===== config.mk =====
export PLATFORM = sky130hd
export DESIGN_NAME = issue_window
export DESIGN_NICKNAME = d
export VERILOG_FILES = /design/src/hw/issue_pkg.sv /design/src/hw/issue_window.sv
export SDC_FILE = /design/constraint.sdc
export NUM_CORES = 1
export LEC_CHECK = 0
export BUFFER_PORTS_ARGS = -buffer_cell sky130_fd_sc_hd__buf_2
export CAP_MARGIN = 25
export CORE_MARGIN = 1.5
export CORE_UTILIZATION = 25
export DETAILED_ROUTE_END_ITERATION = 8
export PLACE_DENSITY = 0.45
export REMOVE_ABC_BUFFERS = 1
export SETUP_SLACK_MARGIN = 0.05
export SLEW_MARGIN = 20
export SYNTH_ARGS = -nofsm -noshare
export SYNTH_HDL_FRONTEND = slang
export SYNTH_SLANG_ARGS = --single-unit

===== constraint.sdc =====
create_clock -name clk -period 3.7 [get_ports clk]
set_clock_uncertainty 0.15 [all_clocks]
set_input_delay 0.185 -clock clk [delete_from_list [all_inputs] [get_ports clk]]
set_output_delay 0.185 -clock clk [all_outputs]
set_load 0.01 [all_outputs]

===== src/hw/issue_pkg.sv =====
`default_nettype none

package issue_pkg;

	localparam int NUM_REGS = 32;
	localparam int NUM_SLOTS = 3;
	localparam int NUM_LANES = 2;
	localparam int REG_W = 5;
	localparam int DATA_W = 32;
	localparam int IMM_W = 16;

	typedef logic [REG_W-1:0] reg_addr_t;
	typedef logic [DATA_W-1:0] word_t;

	// shifts use the low bits of the second operand
	typedef enum logic [2:0] {
		OP_ADD,
		OP_SUB,
		OP_AND,
		OP_OR,
		OP_XOR,
		OP_SLL,
		OP_SRL,
		OP_ADDI
	} opcode_t;

	// decoded micro-op from the source
	typedef struct packed {
		opcode_t op;
		reg_addr_t rd;
		reg_addr_t rs;
		reg_addr_t rt;
		logic [IMM_W-1:0] imm;
	} uop_t;

	// operands already resolved, b holds the immediate for addi
	typedef struct packed {
		opcode_t op;
		reg_addr_t rd;
		word_t a;
		word_t b;
	} issue_t;

endpackage

`default_nettype wire


===== src/hw/issue_window.sv =====
`timescale 1ns/10ps
`default_nettype none

module issue_window (
	input wire logic clk,
	input wire logic rstn,
	input wire logic i_valid,
	input wire logic [1:0] i_en,
	input wire issue_pkg::uop_t i_uop0,
	input wire issue_pkg::uop_t i_uop1,
	input wire logic [issue_pkg::NUM_SLOTS-1:0] i_issued,
	output logic [issue_pkg::NUM_SLOTS-1:0] o_slot_valid,
	output issue_pkg::uop_t o_slot_uop [issue_pkg::NUM_SLOTS],
	output logic o_busy
);
	import issue_pkg::*;

	logic [NUM_SLOTS-1:0] slot_valid_q;
	uop_t slot_uop_q [NUM_SLOTS];
	logic [NUM_SLOTS-1:0] keep;
	logic accept;
	logic [NUM_SLOTS-1:0] nxt_valid;
	uop_t nxt_uop [NUM_SLOTS];

	// slots still occupied after this cycle's issue
	assign keep = slot_valid_q & ~i_issued;

	// two survivors leave room for one op only
	assign o_busy = $countones(keep) >= 2;
	assign accept = i_valid && !o_busy;

	// survivors slide down in age order, new ops stack above them
	always_comb begin
		logic [1:0] n;
		n = '0;
		nxt_valid = '0;
		for (int k = 0; k < NUM_SLOTS; k++) begin
			nxt_uop[k] = slot_uop_q[k];
		end
		for (int k = 0; k < NUM_SLOTS; k++) begin
			if (keep[k]) begin
				nxt_valid[n] = 1'b1;
				nxt_uop[n] = slot_uop_q[k];
				n = n + 2'd1;
			end
		end
		if (accept && i_en[0]) begin
			nxt_valid[n] = 1'b1;
			nxt_uop[n] = i_uop0;
			n = n + 2'd1;
		end
		if (accept && i_en[1]) begin
			nxt_valid[n] = 1'b1;
			nxt_uop[n] = i_uop1;
		end
	end

	always_ff @(posedge clk) begin
		if (!rstn) begin
			slot_valid_q <= '0;
		end else begin
			slot_valid_q <= nxt_valid;
		end
	end

	always_ff @(posedge clk) begin
		for (int k = 0; k < NUM_SLOTS; k++) begin
			slot_uop_q[k] <= nxt_uop[k];
		end
	end

	assign o_slot_valid = slot_valid_q;
	assign o_slot_uop = slot_uop_q;

endmodule

`default_nettype wire


Word-level counts from Yosys, hierarchy flattened

Cells that the tools add are included.

$add $sub $neg: 5
Order comparisons: 17
Multiplexer cells: 33
Bitwise gates (word level): 10
Reductions and logical operators: 12

Operators by type and width:

| kind                                                               | count |
|---|---|
| bitwise mux 102 bit                                                | 4 |
| two-way mux 102 bit                                                | 4 |
| demux 34 bit (select 2 bit)                                        | 4 |
| two-way mux 34 bit                                                 | 4 |
| greater-or-equal comparator 3 bit (second input constant)          | 4 |
| less-than comparator 2 x 3 -> 1 bit (second input constant)        | 4 |
| less-than comparator 3 x 1 -> 1 bit (second input constant)        | 4 |
| two-way mux 3 bit                                                  | 4 |
| inverter 2 -> 3 bit                                                | 4 |
| logical AND 1 bit                                                  | 11 |
| bitwise OR 3 bit                                                   | 3 |
| demux 1 bit (select 2 bit)                                         | 4 |
| greater-or-equal comparator 2 x 1 -> 1 bit (second input constant) | 4 |
| adder 2 x 1 -> 2 bit (second input constant)                       | 3 |
| two-way mux 1 bit                                                  | 6 |
| two-way mux 2 bit                                                  | 3 |
| adder 2 x 1 -> 3 bit                                               | 1 |
| AND 3 bit                                                          | 1 |
| greater-or-equal comparator 3 x 2 -> 1 bit (second input constant) | 1 |
| inverter 3 bit                                                     | 1 |
| bitwise OR 1 x 3 -> 3 bit                                          | 1 |
| adder 1 x 1 -> 2 bit                                               | 1 |
| zero test 1 bit                                                    | 1 |

Register bits after elaboration: 105
Bits of input ports: 76
Output and inout port bits: 106
Word-level logic and storage cells: 93

Longest topological paths before layout

Gate-level depths: netlist of the first run.

Word-level depth: 16
Mapped depth: 14
Gate-level depth less buffers: 10

Least setup slack after synthesis of the first run

Ideal clock, no wire load.

Kind: register to register
Start: register slot_valid_q[0], in the netlist o_slot_valid[0]
End: register slot_uop_q (netlist bit o_slot_uop[34])
Library setup time: 121 ps
Data arrival time: 3290 ps
Data required time: 3429 ps
Slack: 140 ps
Cell stages (with the launch flop): 14
Buffers on the path: 3
Period minus slack after synthesis: 3560 ps
Cells stage by stage: dfxtp_1 nor2b_1 inv_1 clkbuf_1 buf_1 ha_1 or3b_2 o31ai_1 ha_1 nor2_1 a221oi_1 nand3_1 clkbuf_1 mux2_2

RTL lines:

| element                        | RTL line           | source |
|---|---|---|
| start: declaration             | issue_window.sv:18 | `logic [NUM_SLOTS-1:0] slot_valid_q;` |
| start signal: assignment       | issue_window.sv:62 | `slot_valid_q <= nxt_valid;` |
| end signal: indexed assignment | issue_window.sv:68 | `slot_uop_q[k] <= nxt_uop[k];` |
| end: declaration               | issue_window.sv:19 | `uop_t slot_uop_q [NUM_SLOTS];` |

==> summary.txt, run 1 <==
Logic synthesis
  – Mean Syn Cell Area: 10.73 um^2
  – Post-synthesis xor/xnor area fraction: 0.005349
  – Seq/Total Area, Yosys: 0.3456
  – Post-synth EDFFs: 0
  – Leading area contributor after synthesis: mux2_2
  – Yosys reg bits: 105
  – Top area cells in the synthesized netlist: mux2_2, dfxtp_1, mux2_4
  – Post-synthesis compound-gate area fraction: 0.07591
  – Synth Area in Adders: 0.01008
  – Top-count cell post-synth: mux2_2
  – Ys Warns: 0
  – Gate Count Post-Synth: 567
  – Post-Syn Area: 6082 um^2
  – Post-Synth Simple-Gate Area: 0.06789
  – Largest family of logic cells by synthesized area: multiplexers
  – Synth Flop Type: dfxtp_1
  – Synth top area share: 0.3740
  – Synth async-reset ratio: 0
  – Commonest cells post-synth: mux2_2, dfxtp_1, nor2_1
  – Synth unique cells: 34
  – Mux contribution to synthesized area: 0.4542

Final layout
  – Area grow syn2layout: 31.87%
  – Reg area: 2102 um^2
  – Final nets: 852
  – N_diodes: 0
  – Fill count: 2,528
  – Multi-input gate area: 3767 um^2
  – Final Non-Filler Cells: 1,096
  – Fraction of layout instances using a drive strength above 1: 0.5843

STA
  – Final Max Tran Viols: 0
  – Achievable Freq: 0.3044 GHz
  – Slew @ Worst Pin: 0.6111 ns
  – Final Setup Violations: 0
  – Minimum clock period: 3.286 ns
  – Slew margin rel.: 0.5926
  – Final hold vios: 0
  – RSZ-0062 raised after global routing: false
  – Period utilization: 0.8880

Power and ir drop
  – VDD IR max: 0.2242 mV
  – Cell area power density: 513.5 nW/um^2
  – Total Power: 4.118 mW
  – Leak pwr: 3.546 nW

Route
  – First DRT Iteration DRCs: 199
  – Via count: 5,142
  – Via density: 4.692
  – Drt drc: 0
  – Pre-Repair DR Iteration Count: 6
  – Antenna Nets Post-Route: 0
  – WL/cell: 18.19 um
  – Final WL: 19.93 mm

Setup path
  – Worst Setup End Kind: flop
  – Critical Path Max Stage Delay: 0.50 ns
  – WP buf/inv: 3
  – Worst path depth: 11
  – Crit path max fanout: 20
  – Critical Path Source Type: flop
  – Critical Path RT: 3.79 ns
  – WS Path Type: reg -> reg
  – Cell family with most CP delay: simple AND/OR/NAND/NOR gates
  – Ordered cell list for the critical path: nor2b_4 -> clkinv_1 -> ha_1 -> or3b_2 -> o31ai_1 -> inv_1 -> ha_1 -> or3b_2 -> buf_4 -> mux2_2 -> mux2_2
  – Worst EP arrival: 3.38 ns
  – Slowest-stage cell, CP: or3b_2
  – Worst r2r path cells: 11

Die
  – Boundary Pins: 182
  – Die H: 159.0 um
  – Core area: 23,680 um^2
  – Die ar.: 25,270 um^2
  – Initial Utilization: 0.2568
  – Horiz. Die Dim: 159.0 um
  – Site row count: 56

Min path
  – WHS Path Cells: 3
  – Hold WC Path Type: in -> reg

Clock network
  – TritonCTS clock tree: built
  – H-tree depth: 3
  – CTS max path bufs: 2
  – Sink Count: 105
  – Root Driver: clkbuf_16
  – Clock-pin slew on the worst setup and hold paths: 0.07 ns
  – CTS resizes: 0
  – Clock latency on the worst-skew pair: 0.35 ns
  – Num CTS Buffers: 9

Place
  – HPWL after DPL: 13.18 mm
  – GPL Wtd Cong: 0.7137
  – Inst Count DP: 1,041
  – Port bufs: 181

Global routing
  – Global-route wire length before repair: 30.71 mm
  – Gr ovfl total: 0
  – Initial antenna violation count: 0
  – Total GRT Usage: 0.1567
  – Vias in the first global route: 5,161
  – Pin count of the biggest net entering global routing: 42

Outcome
  – Status: completed

Run
  – Max Cap Violations: 0
-- kinds of logic after synthesis --
logic type / count (synthesis)
AND/OR/NAND/NOR: 86
buffers and inverters: 52
multiplexers: 238
AO/OA/AOI/OAI: 79
adder cells (fa/ha/maj): 5
flip-flops: 105
XOR/XNOR: 2
-- timing repair --
item / in CTS / in global routing
hold buffers: 35 / 0
setup buffers: 0 / 4
endpoints found under the hold margin: 105 / 0
setup endpoints to repair: 0 / 22
-- routing by layer --
layer  part of all wire  vias to the layer above  wire [um]  GRT usage
met1               0.48                     2466       9471     0.2099
met5                  0                        -          0          0
li1                   -                     2497          -          -
met2               0.46                      161       9213     0.2558
met4              0.013                        0        255    0.04588
met3              0.050                       18        993    0.02943
-- layout make-up --
class / count / area share
clock inverter: 2 / 0.001560
timing repair buffer: 241 / 0.1816
sequential: 105 / 0.2621
inverter: 5 / 0.002340
clock buffer: 14 / 0.03292
tap: 319 / 0.04977
multi-input combinational: 410 / 0.4697
-- tightest hold or removal path: stages --
cell and delay (ns):
buf_2 0.10, mux2_1 0.11, mux2_2 0.13
-- cells in the final DEF (no fill, tap or decap), types with 2 or more instances in the layout --
cell / instances
ha_1: 4
nor2_1: 37
clkbuf_16: 9
dlygate4sd3_1: 35
mux2_4: 22
nor2b_4: 2
buf_4: 24
buf_2: 181
dfxtp_1: 105
inv_1: 3
nand2_1: 2
clkinv_1: 2
clkbuf_1: 3
or3b_2: 2
mux2_2: 202
nor3b_4: 2
mux2_1: 14
clkbuf_8: 2
a31oi_1: 36
o21ai_0: 36
nand3_1: 34
-- sequential cells by signal, summed over array words and instances (netlist names) --
register      flops
o_slot_uop      102
o_slot_valid      3
-- power breakdown --
part	internal (mW)	total, mW	switching, mW
sequential	1.45	1.68	0.233
clock	0.495	0.929	0.434
combinational	0.899	1.51	0.609
-- through the flow --
stage	worst slack [ns]	util	hold slack (ns)	TNS, ns	cell area (um^2)
floorplan	-2.274	-	0.1629	-199.06	5852
global placement	0.1941	0.3104	0.2979	0	7351
detailed placement	0.1590	0.3104	0.2862	0	7351
CTS	0.1507	0.3369	0.03457	0	7978
global route	0.2339	0.3387	0.05281	0	8020
finish	0.4144	0.3387	0.05595	0	8020
-- final timing paths --
kind	start	end	slack (ns)
setup / recovery	o_slot_valid[0]	o_slot_uop[81]	0.41
hold / removal	i_uop0[5]	o_slot_uop[73]	0.06
setup reg to reg	o_slot_valid[0]	o_slot_uop[81]	0.41
hold reg to reg	o_slot_uop[11]	o_slot_uop[11]	0.53
No activity file was read; power rests on OpenSTA's default activity.
==> inputs of run 2 (changes only) <==
--- a/config.mk
+++ b/config.mk
@@ -11,7 +11,6 @@
 export CORE_UTILIZATION = 25
 export DETAILED_ROUTE_END_ITERATION = 8
 export PLACE_DENSITY = 0.45
-export REMOVE_ABC_BUFFERS = 1
 export SETUP_SLACK_MARGIN = 0.05
 export SLEW_MARGIN = 20
 export SYNTH_ARGS = -nofsm -noshare
==> run 2 against run 1 <==
Largest power group unchanged. Power is 3.8% higher. First-iteration DRC count down 2.0%. Fmax up 1.1%. Sequential share of layout area hardly changed.
==> summary.txt, run 2 (synthesis gave the netlist of run 1 again) <==
Die
  – Horiz. Die Dim: 159.0 um
  – Site row count: 56
  – Die H: 159.0 um
  – Core area: 23,680 um^2
  – Die ar.: 25,270 um^2
  – Boundary Pins: 182
  – Initial Utilization: 0.2568

Power and ir drop
  – Total Power: 4.274 mW
  – Switching power total: 1.280 mW
  – Seq pwr share: 0.391
  – VDD IR max: 0.2460 mV
  – Internal Pwr Total: 2.994 mW
  – Cell area power density: 532.4 nW/um^2
  – Power share of the combinational group: 0.350
  – Sw Ratio: 0.2995
  – Leak pwr: 3.547 nW
  – Clock share of power: 0.258

Place
  – GPL Wtd Cong: 0.7191
  – HPWL after DPL: 12.74 mm
  – Port bufs: 181

STA
  – Final Max Tran Viols: 0
  – Slew @ Worst Pin: 0.5738 ns
  – Period utilization: 0.8782
  – Minimum clock period: 3.250 ns
  – RSZ-0062 raised after global routing: false
  – Final hold vios: 0
  – Setup TNS: 0 ns
  – Slew margin rel.: 0.6167
  – Final Setup Violations: 0
  – Achievable Freq: 0.3077 GHz

Clock network
  – H-tree depth: 3
  – Post-CTS Setup Bufs: 0
  – Num CTS Buffers: 9
  – TritonCTS clock tree: built
  – Root Driver: clkbuf_16
  – CTS max path bufs: 2
  – Clock-pin slew on the worst setup and hold paths: 0.07 ns
  – Clock latency on the worst-skew pair: 0.35 ns
  – CTS resizes: 0
  – Sink Count: 105
  – Post-CTS Hold Fix Bufs: 35

Outcome
  – Status: completed

Global routing
  – Pin count of the biggest net entering global routing: 44
  – Total GRT Usage: 0.1530
  – Vias in the first global route: 5,294
  – Initial antenna violation count: 0
  – Gr ovfl total: 0
  – Global-route wire length before repair: 30.25 mm

Route
  – Via count: 5,131
  – Antenna Nets Post-Route: 0
  – Final WL: 19.37 mm
  – WL/cell: 17.77 um
  – First DRT Iteration DRCs: 195
  – Pre-Repair DR Iteration Count: 4
  – Drt drc: 0
  – Via density: 4.707

Final layout
  – Most common cell after layout, fill and taps aside: mux2_2
  – Area grow syn2layout: 31.97%
  – Most frequent cells in the layout: mux2_2, buf_2, dfxtp_1
  – N_diodes: 0
  – Max reg flops: 102
  – Final nets: 846
  – Fraction of layout instances using a drive strength above 1: 0.5850

Min path
  – Hold WC Path Type: in -> reg
  – Hold_sp: i_uop0[15]

Setup path
  – WS Path Type: reg -> reg
  – Critical Path Max Stage Delay: 0.51 ns
  – Worst r2r src: o_slot_valid[0]
  – WP buf/inv: 3
  – Worst EP arrival: 3.34 ns
  – Ordered cell list for the critical path: nor2b_4 -> clkinv_1 -> ha_1 -> or3b_2 -> o31ai_1 -> inv_1 -> ha_1 -> or3b_2 -> buf_4 -> mux2_2 -> mux2_2
  – Slowest-stage cell, CP: or3b_2
  – Setup crit start: o_slot_valid[0]
  – Crit path max fanout: 20
  – Worst Setup End Kind: flop
  – R2R setup slack: 0.45 ns
  – Cell family with most CP delay: simple AND/OR/NAND/NOR gates
  – Critical Path RT: 3.79 ns
  – Critical Path Source Type: flop

Run
  – Max Cap Violations: 0

Logic synthesis
  – Net Count, Synth: 647
run 2: changes by cell type in the layout (fill, tap and decap cells not counted):
cell        previous run  this run
clkbuf_8               2         3
bufinv_16              0         2
clkinvlp_4             1         0
buf_12                 1         0
buf_4                 24        19
clkinv_4               0         1
clkbuf_1               3         0
run 2: worst register-to-register path: stages (launching register included):
cell and delay, ns:
dfxtp_1 0.34, nor2b_4 0.14, clkinv_1 0.11, ha_1 0.23, or3b_2 0.51, o31ai_1 0.12, inv_1 0.11, ha_1 0.22
or3b_2 0.20, buf_4 0.37, mux2_2 0.39, mux2_2 0.26
run 2: cell type report:
class	count	area (um^2)
clock inverter	4	73.82
clock buffer	12	266.5
fill	2523	15660
tap	319	399.1
inverter	5	18.77
multi-input combinational	410	3767
sequential	105	2102
timing repair buffer	235	1399
run 2: per-layer routing:
metal,track usage,vias to the layer above,wire [um]
met3,0.03959,13,1037
met1,0.1847,2491,8767
li1,-,2488,-
met5,0,-,0
met4,0.04031,0,184
met2,0.2689,139,9378
run 2: worst paths after layout:
check,end,cells after the start
max,o_slot_uop[68],11
min,o_slot_uop[83],3
max reg2reg,o_slot_uop[68],11
min reg2reg,o_slot_uop[5],2
run 2: per-stage QoR:
step	hold slack, ns	setup slack (ns)	utilization	instance area, um^2	cells
after floorplan	0.1629	0.1397	-	6082	567
after global routing	0.05115	0.3088	0.3389	8026	1090
after detailed placement	0.2913	0.4019	0.3098	7336	1039
final	0.05539	0.4505	0.3389	8026	1090
after CTS	0.02923	0.3987	0.3389	8026	1090
after global placement	0.2939	0.4090	0.3098	7336	1039
run 2: power by group through the flow:
| stage | sequential [mW] | combinational (mW) | clock [mW] |
|---|---|---|---|
| finish | 1.67 | 1.50 | 1.10 |
| CTS | 1.68 | 1.51 | 1.16 |
| global route | 1.72 | 1.64 | 1.20 |
| global placement | 1.71 | 1.47 | 0 |
| floorplan | 1.80 | 0.833 | 0 |
| detailed placement | 1.70 | 1.48 | 0 |
==> inputs of run 3 (changes only) <==
--- a/config.mk
+++ b/config.mk
@@ -7,10 +7,9 @@
 export LEC_CHECK = 0
 export BUFFER_PORTS_ARGS = -buffer_cell sky130_fd_sc_hd__buf_2
 export CAP_MARGIN = 25
-export CORE_MARGIN = 1.5
 export CORE_UTILIZATION = 25
 export DETAILED_ROUTE_END_ITERATION = 8
-export PLACE_DENSITY = 0.45
+export PLACE_DENSITY = 0.44
 export SETUP_SLACK_MARGIN = 0.05
 export SLEW_MARGIN = 20
 export SYNTH_ARGS = -nofsm -noshare
==> constraint.sdc (replaced) <==
create_clock -name clk -period 4.2 [get_ports clk]
set_clock_uncertainty 0.15 [all_clocks]
set_input_delay 0.42 -clock clk [delete_from_list [all_inputs] [get_ports clk]]
set_output_delay 0.42 -clock clk [all_outputs]
set_load 0.01 [all_outputs]
==> run 3 against run 2 <==
Routed wire length up 0.30%. Register-to-register slack improved by 0.40 ns. Sequential share of layout area increased by 1.2 points. Count of clock-buffer cells in the layout down 1. Combinational power shrank 13%. Die area is 1.3% lower. Critical path type unchanged.
==> summary.txt, run 3 (synthesis gave the netlist of run 1 again) <==
Setup path
  – Worst Setup End Kind: flop
  – Reg2reg end: o_slot_uop[78]
  – Crit path max fanout: 20
  – WS Path Type: reg -> reg
  – Worst EP arrival: 3.45 ns
  – Critical Path RT: 4.30 ns
  – R2R setup slack: 0.85 ns
  – Worst r2r src: o_slot_valid[0]
  – Ordered cell list for the critical path: nor2b_4 -> inv_2 -> ha_1 -> or3b_2 -> o31ai_1 -> inv_1 -> ha_1 -> or3b_2 -> buf_4 -> mux2_2 -> mux2_2
  – Critical Path Source Type: flop
  – Critical Path Max Stage Delay: 0.50 ns
  – Slowest-stage cell, CP: or3b_2
  – Worst r2r path cells: 11

Die
  – Horiz. Die Dim: 158.0 um
  – Site row count: 56
  – Initial Utilization: 0.2568
  – Core area: 23,680 um^2
  – Die H: 158.0 um
  – Die ar.: 24,960 um^2
  – Boundary Pins: 182

Global routing
  – Global-route wire length before repair: 29.49 mm
  – Pin count of the biggest net entering global routing: 47
  – Initial antenna violation count: 0
  – Vias in the first global route: 4,885
  – Gr ovfl total: 0
  – Total GRT Usage: 0.1574

Route
  – First DRT Iteration DRCs: 226
  – Final WL: 19.42 mm
  – Via count: 4,959
  – Antenna Nets Post-Route: 0
  – Drt drc: 0
  – Pre-Repair DR Iteration Count: 4
  – WL/cell: 18.41 um
  – Via density: 4.700

Final layout
  – Reg area: 2102 um^2
  – Fill count: 2,525
  – N_diodes: 0
  – Most common cell after layout, fill and taps aside: mux2_2
  – Post-layout util: 0.3236
  – Final nets: 811
  – Most frequent cells in the layout: mux2_2, buf_2, dfxtp_1
  – Multi-input gate area: 3767 um^2
  – Final Non-Filler Cells: 1,055
  – Area grow syn2layout: 26.02%
  – Fraction of layout instances using a drive strength above 1: 0.6128
  – Max reg flops: 102

STA
  – Setup TNS: 0 ns
  – Achievable Freq: 0.2983 GHz
  – Slew @ Worst Pin: 0.5994 ns
  – RSZ-0062 raised after global routing: false
  – Hold slack: 0.1660 ns
  – Final Max Tran Viols: 0
  – Period utilization: 0.7982
  – Slew margin rel.: 0.6004
  – Minimum clock period: 3.353 ns
  – Final hold vios: 0
  – Final Setup Violations: 0

Power and ir drop
  – VDD IR max: 0.1986 mV
  – Cell area power density: 477.6 nW/um^2
  – Leak pwr: 3.392 nW

Clock network
  – Post-CTS Hold Fix Bufs: 0
  – Num CTS Buffers: 9
  – H-tree depth: 3
  – TritonCTS clock tree: built
  – Clock latency on the worst-skew pair: 0.35 ns
  – Sink Count: 105
  – CTS max path bufs: 2
  – Root Driver: clkbuf_16
  – CTS resizes: 0
  – Clock-pin slew on the worst setup and hold paths: 0.08 ns
  – Post-CTS Setup Bufs: 0

Run
  – Max Cap Violations: 0

Place
  – Inst Count DP: 1,039
  – Port bufs: 181
  – HPWL after DPL: 13.09 mm
  – GPL Wtd Cong: 0.7131

Outcome
  – Status: completed

Logic synthesis
  – Net Count, Synth: 647

Min path
  – Hold WC Path Type: in -> reg
  – WHS Path Cells: 2
  – Hold_sp: rstn
  – Hold EP: o_slot_valid[2]
run 3: critical path, delay by kind of cell, from the launching register on:
family / cells / cell delay (ns)
simple gates: 3 / 0.86
buf+inv: 3 / 0.66
mux: 2 / 0.65
fa+ha+maj: 2 / 0.49
flops: 1 / 0.33
compound gates: 1 / 0.11
run 3: routing by layer:
| metal | share of wire | wire length, um | vias up | GRT usage |
|---|---|---|---|---|
| met5 | 0 | 0 | - | 0 |
| met4 | 0.0089 | 173 | 0 | 0.03709 |
| met3 | 0.048 | 929 | 14 | 0.02601 |
| met2 | 0.51 | 9832 | 147 | 0.2849 |
| met1 | 0.44 | 8489 | 2379 | 0.1927 |
| li1 | - | - | 2419 | - |
run 3: how the worst max path moves through the flow:
| stage | startpoint | endpoint | slack, ns | cells after the start |
|---|---|---|---|---|
| CTS | o_slot_valid[0] | o_slot_uop[78] | 0.85 | 11 |
| global route | o_slot_valid[0] | o_slot_uop[81] | 0.67 | 11 |
| detailed placement | i_issued[0] | o_slot_uop[78] | 0.68 | 12 |
| global placement | i_issued[0] | o_slot_uop[101] | 0.74 | 12 |
| floorplan | i_issued[0] | o_slot_uop[34] | 0.62 | 13 |
| finish | o_slot_valid[0] | o_slot_uop[78] | 0.85 | 11 |
run 3: cell type report:
type | count | share of cell area
Sequential cell | 105 | 0.2742
Timing Repair Buffer | 200 | 0.1401
Clock inverter | 5 | 0.007999
Tap cell | 319 | 0.05207
Multi-Input combinational cell | 410 | 0.4915
Clock buffer | 11 | 0.03167
Inverter | 5 | 0.002449
run 3: stage by stage:
step / power [mW] / instance area [um^2] / setup WS [ns]
3_3_place_gp: 2.800 / 7361 / 0.7383
2_1_floorplan: 2.320 / 6082 / 0.6168
4_1_cts: 3.720 / 7665 / 0.8472
5_1_grt: 3.912 / 7665 / 0.6664
6_report: 3.661 / 7665 / 0.8474
3_5_place_dp: 2.805 / 7361 / 0.6770
run 3: where the power goes:
group	leakage, nW	switching, mW	internal (mW)
registers	0.877	0.202	1.28
clock network	0.151	0.404	0.484
logic	2.36	0.525	0.770
total	3.39	1.13	2.53
